File: config.mk
export PLATFORM = sky130hd
export DESIGN_NAME = out_layer_top
export DESIGN_NICKNAME = d
export VERILOG_FILES = /design/src/common/nn_fixed_pkg.sv /design/src/common/out_layer_pkg.sv /design/src/logic/ans_delay_line.sv /design/src/logic/cost_unit.sv /design/src/delta_mem/delta_bank_ctrl.sv /design/src/delta_mem/delta_mem_bank.sv /design/src/out_layer/out_layer_top.sv
export SDC_FILE = /design/constraint.sdc
export NUM_CORES = 1
export LEC_CHECK = 0
export BUFFER_PORTS_ARGS = -buffer_cell sky130_fd_sc_hd__buf_2
export CORE_MARGIN = 2
export CORE_UTILIZATION = 44
export DETAILED_ROUTE_END_ITERATION = 16
export SETUP_SLACK_MARGIN = 0.02
export SLEW_MARGIN = 25
export SYNTH_ARGS = -nofsm -noshare
export SYNTH_HDL_FRONTEND = slang
export SYNTH_SLANG_ARGS = --single-unit
File: constraint.sdc
create_clock -name clk -period 12.85 [get_ports clk]
set_input_delay 1.285 -clock clk [delete_from_list [all_inputs] [get_ports clk]]
set_output_delay 1.285 -clock clk [all_outputs]
set_load 0.02 [all_outputs]
File: src/common/nn_fixed_pkg.sv
// Fixed-point format package: word layout, saturation limits and the widths of wide results
package nn_fixed_pkg;

	// Word layout, sign + integer + fraction
	localparam int FIX_WIDTH = 16;                        // Total bits of a value
	localparam int INT_BITS  = 5;                         // Integer bits, sign not counted
	localparam int FRAC_BITS = FIX_WIDTH - INT_BITS - 1;  // 10 fraction bits

	// Intermediate widths in the cost datapath
	localparam int DIFF_WIDTH = FIX_WIDTH + 1;  // act - ans cannot overflow here
	localparam int PROD_WIDTH = 2 * FIX_WIDTH;  // Full product of two words

	// Signed fixed-point word
	typedef logic signed [FIX_WIDTH-1:0] fix_t;

	// One extra bit of headroom for the difference
	typedef logic signed [DIFF_WIDTH-1:0] diff_t;

	// Full-width product before rescaling
	typedef logic signed [PROD_WIDTH-1:0] prod_t;

	// 1.0 in fixed point, 0x0400 with 10 fraction bits
	localparam fix_t FIX_ONE = fix_t'(2 ** FRAC_BITS);

	// Saturation bounds
	localparam fix_t FIX_MAX = {1'b0, {(FIX_WIDTH-1){1'b1}}};  // Just under 32.0
	localparam fix_t FIX_MIN = {1'b1, {(FIX_WIDTH-1){1'b0}}};  // Exactly -32.0

	/*
	 * Numbers follow the usual two's complement Q5.10 layout:
	 *   bit 15      sign
	 *   bits 14..10 integer part
	 *   bits 9..0   fraction
	 * A product of two words carries 20 fraction bits, so it is shifted
	 * right by FRAC_BITS to get back to the word scale, then clipped.
	 * Arithmetic shift rounds toward minus infinity, as the multiplier in
	 * the rest of the network does.
	 * Sigmoid derivatives lie in 0..0.25 so the quadratic product rarely
	 * saturates in normal training. The clip matters for unusual inputs
	 */

endpackage

File: src/common/out_layer_pkg.sv
// Output-layer package: geometry, cycle timing, lane types and delta-memory port structs
package out_layer_pkg;
	import nn_fixed_pkg::*;

	// Network geometry
	localparam int NEURONS      = 4;  // Output neurons
	localparam int LANES        = 1;  // Neurons handled per clock
	localparam int LAYERS       = 3;  // Layers in the whole network
	localparam int EXTRA_CLOCKS = 2;  // Pipeline slack in every block

	// Clocks per block, one block per cycle_clk pulse
	localparam int CPC = NEURONS / LANES + EXTRA_CLOCKS;

	// Words in each delta bank
	localparam int DEPTH = NEURONS / LANES;

	// Labels travel with the activations through LAYERS-1 junctions
	localparam int ANS_DELAY = CPC * (LAYERS - 1);

	// 0 quadratic, 1 cross-entropy
	localparam int COST_FN = 0;

	// Counter and address widths
	localparam int CYC_W  = (CPC > 1) ? $clog2(CPC) : 1;
	localparam int ADDR_W = (DEPTH > 1) ? $clog2(DEPTH) : 1;

	typedef logic [CYC_W-1:0]  cycle_idx_t;  // 0 .. CPC-1
	typedef logic [ADDR_W-1:0] dmem_addr_t;  // 0 .. DEPTH-1

	// One fixed-point word per lane
	typedef fix_t [LANES-1:0] fix_lanes_t;

	// Ideal-answer bits, one per lane
	typedef logic [LANES-1:0] ans_lanes_t;

	// Forward data from the last hidden layer
	typedef struct packed {
		fix_lanes_t act;   // Activation
		fix_lanes_t adot;  // Activation derivative
	} fwd_sample_t;

	// Delta memory write port
	typedef struct packed {
		logic       we;    // Write strobe
		logic       bank;  // Target bank
		dmem_addr_t addr;
		fix_lanes_t data;
	} dmem_wr_t;

	// Delta memory read port, data comes back one clock later
	typedef struct packed {
		logic       bank;
		dmem_addr_t addr;
	} dmem_rd_t;

endpackage

File: src/logic/ans_delay_line.sv
// Ideal-answer delay line: shifts the label bits by the forward pipeline depth of the network
`timescale 1ns/1ps

module ans_delay_line import out_layer_pkg::*; (
	input  logic       clk,
	input  logic       rst_n_i,
	input  ans_lanes_t ans_i,
	output ans_lanes_t ans_o
);

	// Stage 0 takes the new label, the last stage feeds the cost unit
	ans_lanes_t stage_q [ANS_DELAY];

	always_ff @(posedge clk) begin
		if (!rst_n_i) begin
			for (int i = 0; i < ANS_DELAY; i++) begin
				stage_q[i] <= '0;  // No stale labels after reset
			end
		end else begin
			stage_q[0] <= ans_i;
			for (int i = 1; i < ANS_DELAY; i++) begin
				stage_q[i] <= stage_q[i-1];  // Advance one stage per clock
			end
		end
	end

	// Label from ANS_DELAY clocks ago
	assign ans_o = stage_q[ANS_DELAY-1];

endmodule

File: src/logic/cost_unit.sv
// Cost unit: turns activation, derivative and label into a per-lane delta, no clock delay
`timescale 1ns/1ps

module cost_unit import nn_fixed_pkg::*, out_layer_pkg::*; #(
	parameter int COST_FN = 0  // 0 quadratic, 1 cross-entropy
) (
	input  fwd_sample_t fwd_i,
	input  ans_lanes_t  ans_i,  // Delayed label
	output fix_lanes_t  del_o
);

	for (genvar l = 0; l < LANES; l++) begin : g_lane
		fix_t  act_l;      // Signed view of this lane
		fix_t  adot_l;
		fix_t  ans_fix;    // Label as 0.0 or 1.0
		diff_t diff_full;  // Exact act - ans
		fix_t  diff_sat;

		assign act_l   = fwd_i.act[l];
		assign adot_l  = fwd_i.adot[l];
		assign ans_fix = ans_i[l] ? FIX_ONE : fix_t'(0);

		// One guard bit, so this never wraps
		assign diff_full = diff_t'(act_l) - diff_t'(ans_fix);

		// Top two bits disagree on overflow, the guard bit gives the direction
		assign diff_sat = (diff_full[DIFF_WIDTH-1] == diff_full[DIFF_WIDTH-2]) ?
			fix_t'(diff_full) :
			(diff_full[DIFF_WIDTH-1] ? FIX_MIN : FIX_MAX);

		if (COST_FN == 0) begin : g_quad
			prod_t prod_full;  // 20 fraction bits
			prod_t prod_shft;  // Back on the word scale

			// Quadratic cost needs (a - y) * sigma'(z)
			assign prod_full = prod_t'(diff_sat) * prod_t'(adot_l);

			// Arithmetic shift, rounds toward minus infinity
			assign prod_shft = prod_full >>> FRAC_BITS;

			// Clip into the word range
			assign del_o[l] = (prod_shft > prod_t'(FIX_MAX)) ? FIX_MAX :
				(prod_shft < prod_t'(FIX_MIN)) ? FIX_MIN : fix_t'(prod_shft);
		end else begin : g_xent
			// Cross-entropy with sigmoid output, the derivative cancels out
			assign del_o[l] = diff_sat;
		end
	end

	/*
	 * The two branches share the difference stage.
	 * In cross-entropy mode adot is simply ignored, the port stays
	 * so the top level does not change with the cost function
	 */

endmodule

File: src/delta_mem/delta_bank_ctrl.sv
// Delta bank controller: ping-pong pointer, write strobe and port addresses for the delta memory
`timescale 1ns/1ps

module delta_bank_ctrl import out_layer_pkg::*; (
	input  logic       clk,
	input  logic       rst_n_i,
	input  cycle_idx_t cycle_index_i,
	input  logic       cycle_clk_i,  // Block start strobe
	input  fix_lanes_t del_i,        // Delta from the cost unit
	output dmem_wr_t   wr_o,
	output dmem_rd_t   rd_o
);

	logic       bank_q;     // Ping-pong pointer
	logic       wr_bank;    // Bank being filled this block
	logic       in_window;  // Index inside 0 .. DEPTH-1
	dmem_addr_t idx_addr;

	// Flips at the edge that closes the cycle_clk clock
	always_ff @(posedge clk) begin
		if (!rst_n_i) begin
			bank_q <= 1'b0;
		end else if (cycle_clk_i) begin
			bank_q <= ~bank_q;
		end
	end

	// During index 0 the register still holds the old block's bank,
	// so look ahead to keep one bank for the whole block
	assign wr_bank = bank_q ^ cycle_clk_i;

	// Only the first DEPTH clocks of a block carry deltas
	assign in_window = (cycle_index_i < cycle_idx_t'(DEPTH));

	// Park the address on the last word in the slack clocks
	assign idx_addr = in_window ? dmem_addr_t'(cycle_index_i) : dmem_addr_t'(DEPTH - 1);

	// Write side fills this block's bank
	assign wr_o.we   = in_window && rst_n_i;  // Nothing stored while in reset
	assign wr_o.bank = wr_bank;
	assign wr_o.addr = idx_addr;
	assign wr_o.data = del_i;

	// Read side replays the previous block from the other bank
	assign rd_o.bank = ~wr_bank;
	assign rd_o.addr = idx_addr;  // Same index, data lands one clock later

endmodule

File: src/delta_mem/delta_mem_bank.sv
// Delta memory: two banks of DEPTH words, synchronous write and one-clock registered read
`timescale 1ns/1ps

module delta_mem_bank import out_layer_pkg::*; (
	input  logic       clk,
	input  logic       rst_n_i,
	input  dmem_wr_t   wr_i,   // Write port from the controller
	input  dmem_rd_t   rd_i,   // Read port, other bank
	output fix_lanes_t del_o   // Registered read data
);

	// Bank index first, then word
	fix_lanes_t mem_q [2][DEPTH];
	fix_lanes_t rd_q;

	// Reset wipes both banks so the first replay after reset reads zeros
	always_ff @(posedge clk) begin
		if (!rst_n_i) begin
			for (int b = 0; b < 2; b++) begin
				for (int w = 0; w < DEPTH; w++) begin
					mem_q[b][w] <= '0;
				end
			end
			rd_q <= '0;
		end else begin
			if (wr_i.we) begin
				mem_q[wr_i.bank][wr_i.addr] <= wr_i.data;  // Fill side
			end
			rd_q <= mem_q[rd_i.bank][rd_i.addr];  // Replay side, every clock
		end
	end

	/*
	 * The controller keeps the ports on opposite banks,
	 * so there is no read-during-write case to resolve
	 */

	assign del_o = rd_q;

endmodule

File: src/out_layer/out_layer_top.sv
// Output layer top: delays the labels, forms the deltas and replays them to the earlier layer
`timescale 1ns/1ps

module out_layer_top import out_layer_pkg::*; (
	input  logic        clk,
	input  logic        rst_n_i,
	input  cycle_idx_t  cycle_index_i,  // Network-wide clock-in-block count
	input  logic        cycle_clk_i,    // High while cycle_index_i is 0
	input  fwd_sample_t fwd_i,          // act and adot from the last hidden layer
	input  ans_lanes_t  ans_i,          // Labels as presented at the input layer
	output fix_lanes_t  del_o,          // Deltas back to the last hidden layer
	output ans_lanes_t  ans_o           // Labels aligned to this layer
);

	ans_lanes_t ans_dly;   // Label matching the current activation
	fix_lanes_t del_calc;  // Fresh delta, no register
	dmem_wr_t   dmem_wr;
	dmem_rd_t   dmem_rd;

	// Labels enter at the input layer and must wait out the forward pipeline
	ans_delay_line i_ans_delay_line (
		.clk,
		.rst_n_i,
		.ans_i,
		.ans_o (ans_dly)
	);

	assign ans_o = ans_dly;

	// Cost term, and the derivative product for quadratic cost
	cost_unit #(
		.COST_FN (COST_FN)
	) i_cost_unit (
		.fwd_i,
		.ans_i (ans_dly),
		.del_o (del_calc)
	);

	// Bank pointer and port generation
	delta_bank_ctrl i_delta_bank_ctrl (
		.clk,
		.rst_n_i,
		.cycle_index_i,
		.cycle_clk_i,
		.del_i (del_calc),
		.wr_o  (dmem_wr),
		.rd_o  (dmem_rd)
	);

	// Ping-pong storage, read side drives the output
	delta_mem_bank i_delta_mem_bank (
		.clk,
		.rst_n_i,
		.wr_i  (dmem_wr),
		.rd_i  (dmem_rd),
		.del_o
	);

endmodule

==> impl_metrics.csv, run 1 <==
group,metric,value,unit
floorplan,die_h,201.6,um
timing,finalSetupViolations,0,
cts,cts-hold-fix-buffers,0,
cts,cts_tree,"built",
yosys,syn-num-nets,1999,
global_route,grt_max_degree,41,
yosys,ys_ff_latch,157,
floorplan,io_pins,56,
yosys,ys_top_cells_by_area,"fa_1 (30%), edfxtp_1 (22%), inv_1 (7.0%), ha_1 (6.0%), and2_1 (5.0%)",
timing,maxClockFrequency,94.19,MHz
cells_and_area,areaGrowthSynthToFinish,8.269,%
timing,finalSetupTns,0,ns
yosys,ys.flop_type,"edfxtp_1",
timing,period_needed,10.62,ns
global_route,grt_use_total,20.74,%
worst_setup_path,slowest_stage,"o31a_2",
worst_setup_path,cp_common_cell,"fa_1",
floorplan,core,38560,um^2
worst_setup_path,worst-path-max-fanout,36,
route,drc,0,
route,vias,11347,
placed_design,port_buffers,55,
worst_setup_path,crit_end,"i_delta_mem_bank.mem_q[1][16]",
yosys,syn-instance-count,1616,
cts,post-cts-setup-buffers,0,
floorplan,die_area,40620,um^2
placed_design,gp_congestion,0.8483,
timing,relSlewSlack,33.61,%
global_route,grt_pass1_vias,12325,
global_route,antenna_found_initial,0,
yosys,synth_top_cell_by_area,"fa_1",
floorplan,die_w,201.6,um
route,wl_per_cell,18.25,um
global_route,grt-ovfl-total,0,
timing,slew_viol_final,0,
worst_setup_path,crit_path_start,"fwd_i[26]",
route,drt_first_iter_violations,602,
run_status,status,"finished clean",
cells_and_area,fill_cells,3619,
worst_setup_path,cp-end-kind,"register",
yosys,ys_types,62,
yosys,synth_top_area_share,30.43,%
timing,fin_skew,0.006961,ns
cells_and_area,finalNetCount,2019,
cts,insertion_delay,0.41,ns
global_route,grt_first_pass_wirelength,66290,um
worst_setup_path,slowest_delay,0.81,ns
route,first_pass_iters,5,
route,routed_wl,39550,um
cts,cts_max_level,4,
cells_and_area,layout-drive-gt1-share,13.83,%
placed_design,hpwl,29810,um
floorplan,num_rows,72,
worst_setup_path,r2r_slack,2.81,ns
yosys,synth-async-reset-ratio,0,%
timing,min_period_over_period,82.62,%
min_path,hold_path.class,"reg2reg",
route,vias_per_cell,5.236,
cells_and_area,final_cell_count_no_fill,2167,
cts,clock_path_buffers,2,
route,antenna_left,0,
timing,worst_slew_pin_slew,0.9935,ns
timing,hold_violations,0,
yosys,ys_seq_area_share,25.76,%
floorplan,initial_core_util,44.54,%
run,cap_violations,0,
yosys,synth_edf_count,128,
worst_setup_path,start_kind,"primary input",
yosys,avgSynthCellArea,10.63,um^2
worst_setup_path,cp.required,12.97,ns
worst_setup_path,worstSetupPathType,"in2reg",
cts,cts_root_buf,"clkbuf_16",
worst_setup_path,reg2reg_to,"i_delta_mem_bank.mem_q[1][16]",
cts,numCtsBuffers,17,
cells_and_area,area.sequential,4424,um^2
worst_setup_path,rr_worst_depth,29,
worst_setup_path,arrival,10.74,ns
yosys,synth_area,17170,um^2
yosys,yosysWarningCount,0,
cts,ctsResizeCount,0,
worst_setup_path,r2r-start,"i_ans_delay_line.stage_q[0][11]",
timing,rsz0062_at_grt,"false",
cts,clk_pin_slew,0.07,ns
placed_design,dp_cells,2135,
cells_and_area,diodes,0,
cts,clkSinkCount,157,
cells_and_area,multi_input_area,11200,um^2
## cells in the mapped netlist, types with 4 or more instances
cell and number:
nand2_1 182, a211oi_1 4, buf_2 6, or2_2 5, o21ai_0 27, buf_1 5
nand4_1 7, a21oi_1 27, nor3_4 10, mux4_2 32, a21o_1 11, o2111ai_1 4
nor3_1 51, o21bai_1 5, a21boi_0 18, edfxtp_1 128, nor2_1 34, a41oi_1 4
fa_1 261, inv_1 321, and2_1 136, ha_1 83, nand2b_1 7, xor2_1 8
o211ai_1 4, clkbuf_1 58, xnor2_1 23, o21a_1 5, dfxtp_1 29, nor3_2 52
and3_1 8, nor2b_1 4, buf_6 11, nand3_1 8
## cells by family after synthesis
kind of cell / share of synthesized area [%]
buffers and inverters: 9.290
AND/OR/NAND/NOR: 17.16
adder cells (fa/ha/maj): 36.47
XOR/XNOR: 1.712
flip-flops: 25.76
AO/OA/AOI/OAI: 5.348
multiplexers: 4.255
## cell usage in the layout (no fill, tap or decap), drive strengths merged, types with 7 or more instances in the layout
cell type and count:
and3 9, nand3 8, a21boi 18, nand4 7, nor2 34, nand2 182
inv 322, mux4 32, a21o 11, buf 81, ha 83, clkbuf 19
edfxtp 128, xnor2 23, and2 136, nor3 113, fa 261, xor2 8
nand2b 8, a21oi 28, dfxtp 29, o21ai 29
## metrics by stage
step	util (%)	hold WS, ns	instance area (um^2)	setup slack [ns]
final	48.22	0.4327	18590	2.233
after global routing	48.22	0.4482	18590	1.576
after CTS	48.20	0.4376	18590	2.056
after detailed placement	46.52	0.4212	17940	1.623
after global placement	46.52	0.4231	17940	1.922
after floorplan	-	0.4119	17170	3.388
## sequential cells by signal (all words and copies together) (netlist names)
name and count:
i_delta_mem_bank.mem_q 128, i_delta_mem_bank.del_o 16, i_delta_bank_ctrl.bank_q 1, i_ans_delay_line.stage_q 12
## per-layer routing
layer,GRT usage [%],routed length [um],vias up
met5,0,0,-
met4,4.123,558,0
met1,27.99,17460,5881
li1,-,-,5191
met3,2.300,1648,36
met2,36.35,19880,239
## critical path, delay by kind of cell
family | cells | cell delay (ns)
and+or+nand+nor | 6 | 1.20
AOI/OAI and AO/OA | 7 | 2.68
adders and majority gates | 10 | 4.48
xor gates and xnor gates | 1 | 0.19
buffers and inverters | 7 | 0.86
## layout make-up
class	instances	share of cell area (%)
repair buffers	81	2.530
clock inverters	13	1.157
multi-input cells	1058	60.22
clock buffers	19	2.328
well taps	518	3.486
inverters	321	6.481
flip-flops and latches	157	23.80
## worst min path at each step
stage	start	depth (start not counted)	end
after floorplan	i_ans_delay_line.stage_q[0][9]	1	i_ans_delay_line.stage_q[0][10]
after global placement	i_ans_delay_line.stage_q[0][10]	1	i_ans_delay_line.stage_q[0][11]
after detailed placement	i_ans_delay_line.stage_q[0][10]	1	i_ans_delay_line.stage_q[0][11]
after CTS	i_ans_delay_line.stage_q[0][10]	1	i_ans_delay_line.stage_q[0][11]
after global routing	i_ans_delay_line.stage_q[0][6]	1	i_ans_delay_line.stage_q[0][7]
final	i_ans_delay_line.stage_q[0][10]	1	i_ans_delay_line.stage_q[0][11]
Power of run 1 is left out: the tool's default activity adds up to more than one toggle a clock period on the data nets, which glitch-free logic cannot reach.
==> run 2, diff against run 1 <==
clock period = 9.1 ns   (was 12.85 ns; I/O delays follow)
==> impl_metrics.csv, run 2 (same netlist as run 1, synthesis figures left out) <==
group,metric,value,unit
global_route,grt-ovfl-total,0,
worst_setup_path,cp-end-kind,"register",
worst_setup_path,slowest_stage,"fa_1",
floorplan,initial_core_util,44.54,%
route,routed_wl,41310,um
timing,period_needed,8.721,ns
cells_and_area,areaGrowthSynthToFinish,15.59,%
placed_design,hpwl,31120,um
cells_and_area,final_common_cell,"inv_1",
route,wl_per_cell,18.15,um
min_path,min_path_cells,1,
cts,cts_root_buf,"clkbuf_16",
worst_setup_path,cp.required,9.34,ns
route,vias,11824,
cts,cts-hold-fix-buffers,0,
worst_setup_path,worstSetupPathType,"in2reg",
floorplan,die_h,201.6,um
timing,maxClockFrequency,114.7,MHz
worst_setup_path,crit_buf_inv,9,
placed_design,port_buffers,55,
global_route,grt_max_degree,41,
worst_setup_path,r2r_slack,0.48,ns
timing,finalSetupTns,0,ns
worst_setup_path,crit_path_start,"fwd_i[26]",
floorplan,io_pins,56,
worst_setup_path,cp_common_cell,"fa_1",
cells_and_area,layout-drive-gt1-share,20.02,%
timing,relSlewSlack,31.46,%
placed_design,dp_slack,-0.1760,ns
route,antenna_left,0,
cells_and_area,stdcell_area,19850,um^2
floorplan,die_area,40620,um^2
cts,insertion_delay,0.42,ns
run,cap_violations,0,
global_route,gr-max-usage-layer,"met2",
worst_setup_path,path_delay_family,"adder cells",
cells_and_area,finalNetCount,2128,
worst_setup_path,rr_worst_depth,32,
timing,fin_skew,0.005633,ns
route,first_pass_iters,5,
worst_setup_path,cp.depth,34,
timing,slew_viol_final,0,
worst_setup_path,r2r-start,"i_ans_delay_line.stage_q[0][11]",
cells_and_area,regMostFlops,"i_delta_mem_bank.mem_q",
cts,clkSinkCount,157,
timing,min_period_over_period,95.83,%
worst_setup_path,arrival,8.97,ns
worst_setup_path,worst-path-max-fanout,33,
cells_and_area,fin_util,51.48,%
cells_and_area,final_cell_mix,"inv_1 (321), fa_1 (261), nand2_1 (180)",
route,drc,0,
min_path,hold_path.class,"reg2reg",
global_route,grt_pass1_vias,12987,
route,drt_first_iter_violations,692,
global_route,grt_use_met3,2.430,%
cells_and_area,largest_register_ff_count,128,
global_route,grt_use_total,21.74,%
worst_setup_path,reg2reg_to,"i_delta_mem_bank.mem_q[0][3]",
global_route,antenna_found_initial,0,
route,vias_per_cell,5.195,
global_route,met1_usage,29.29,%
worst_setup_path,slowest_delay,0.56,ns
global_route,grt_first_pass_wirelength,69170,um
timing,hold_violations,0,
cells_and_area,diodes,0,
placed_design,place_area,18860,um^2
placed_design,gp_congestion,0.8610,
timing,finalSetupViolations,0,
cts,clock_path_buffers,2,
cts,cts_tree,"built",
cells_and_area,fill_cells,3486,
worst_setup_path,start_kind,"primary input",
floorplan,core,38560,um^2
floorplan,die_w,201.6,um
floorplan,num_rows,72,
run_status,status,"finished clean",
cts,numCtsBuffers,17,
timing,worst_slew_pin_slew,1.026,ns
timing,setup_ws,0.3793,ns
global_route,grtUsageMet2,37.49,%
worst_setup_path,crit_end,"i_delta_mem_bank.mem_q[0][3]",
cts,cts_max_level,4,
cts,clk_pin_slew,0.06,ns
run 2: cell count changes in the layout (fill, tap and decap cells not counted), sizes merged:
cell | previous run | this run
clkinvlp | 4 | 3
clkbuf | 19 | 23
clkinv | 3 | 2
buf | 81 | 189
inv | 322 | 321
run 2: through the flow:
stage | hold slack [ns] | instances
finish | 0.4303 | 2276
global route | 0.4472 | 2276
CTS | 0.4354 | 2267
detailed placement | 0.4212 | 2235
global placement | 0.4167 | 2235
floorplan | 0.4119 | 1616
run 2: cell type report:
cell class	instances	area, um^2	share of cell area (%)
multi-input cells	1058	11350	57.19
flip-flops and latches	157	4424	22.29
repair buffers	190	1560	7.860
inverters	321	1205	6.070
well taps	518	648.1	3.265
clock buffers	22	474.2	2.389
clock inverters	10	186.4	0.9392
run 2: metal layers:
| layer | wire length (um) | share of wire, % |
|---|---|---|
| met1 | 17530 | 42 |
| met2 | 20770 | 50 |
| met5 | 0 | 0 |
| met4 | 833 | 2.0 |
| met3 | 2172 | 5.3 |
run 2: worst min-delay path by stage:
stage	to	startpoint	slack, ns
6_report	i_ans_delay_line.stage_q[0][8]	i_ans_delay_line.stage_q[0][7]	0.43
5_1_grt	i_ans_delay_line.stage_q[0][9]	i_ans_delay_line.stage_q[0][8]	0.45
4_1_cts	i_ans_delay_line.stage_q[0][8]	i_ans_delay_line.stage_q[0][7]	0.44
3_5_place_dp	i_ans_delay_line.stage_q[0][8]	i_ans_delay_line.stage_q[0][7]	0.42
3_3_place_gp	i_ans_delay_line.stage_q[0][11]	i_ans_delay_line.stage_q[0][10]	0.42
2_1_floorplan	i_ans_delay_line.stage_q[0][10]	i_ans_delay_line.stage_q[0][9]	0.41
run 2: repair_timing:
action / in CTS / in global routing
setup buffers: 0 / 8
gates resized for setup: 0 / 30
setup endpoints to repair: 0 / 120
Power of run 2 is left out for the same reason.
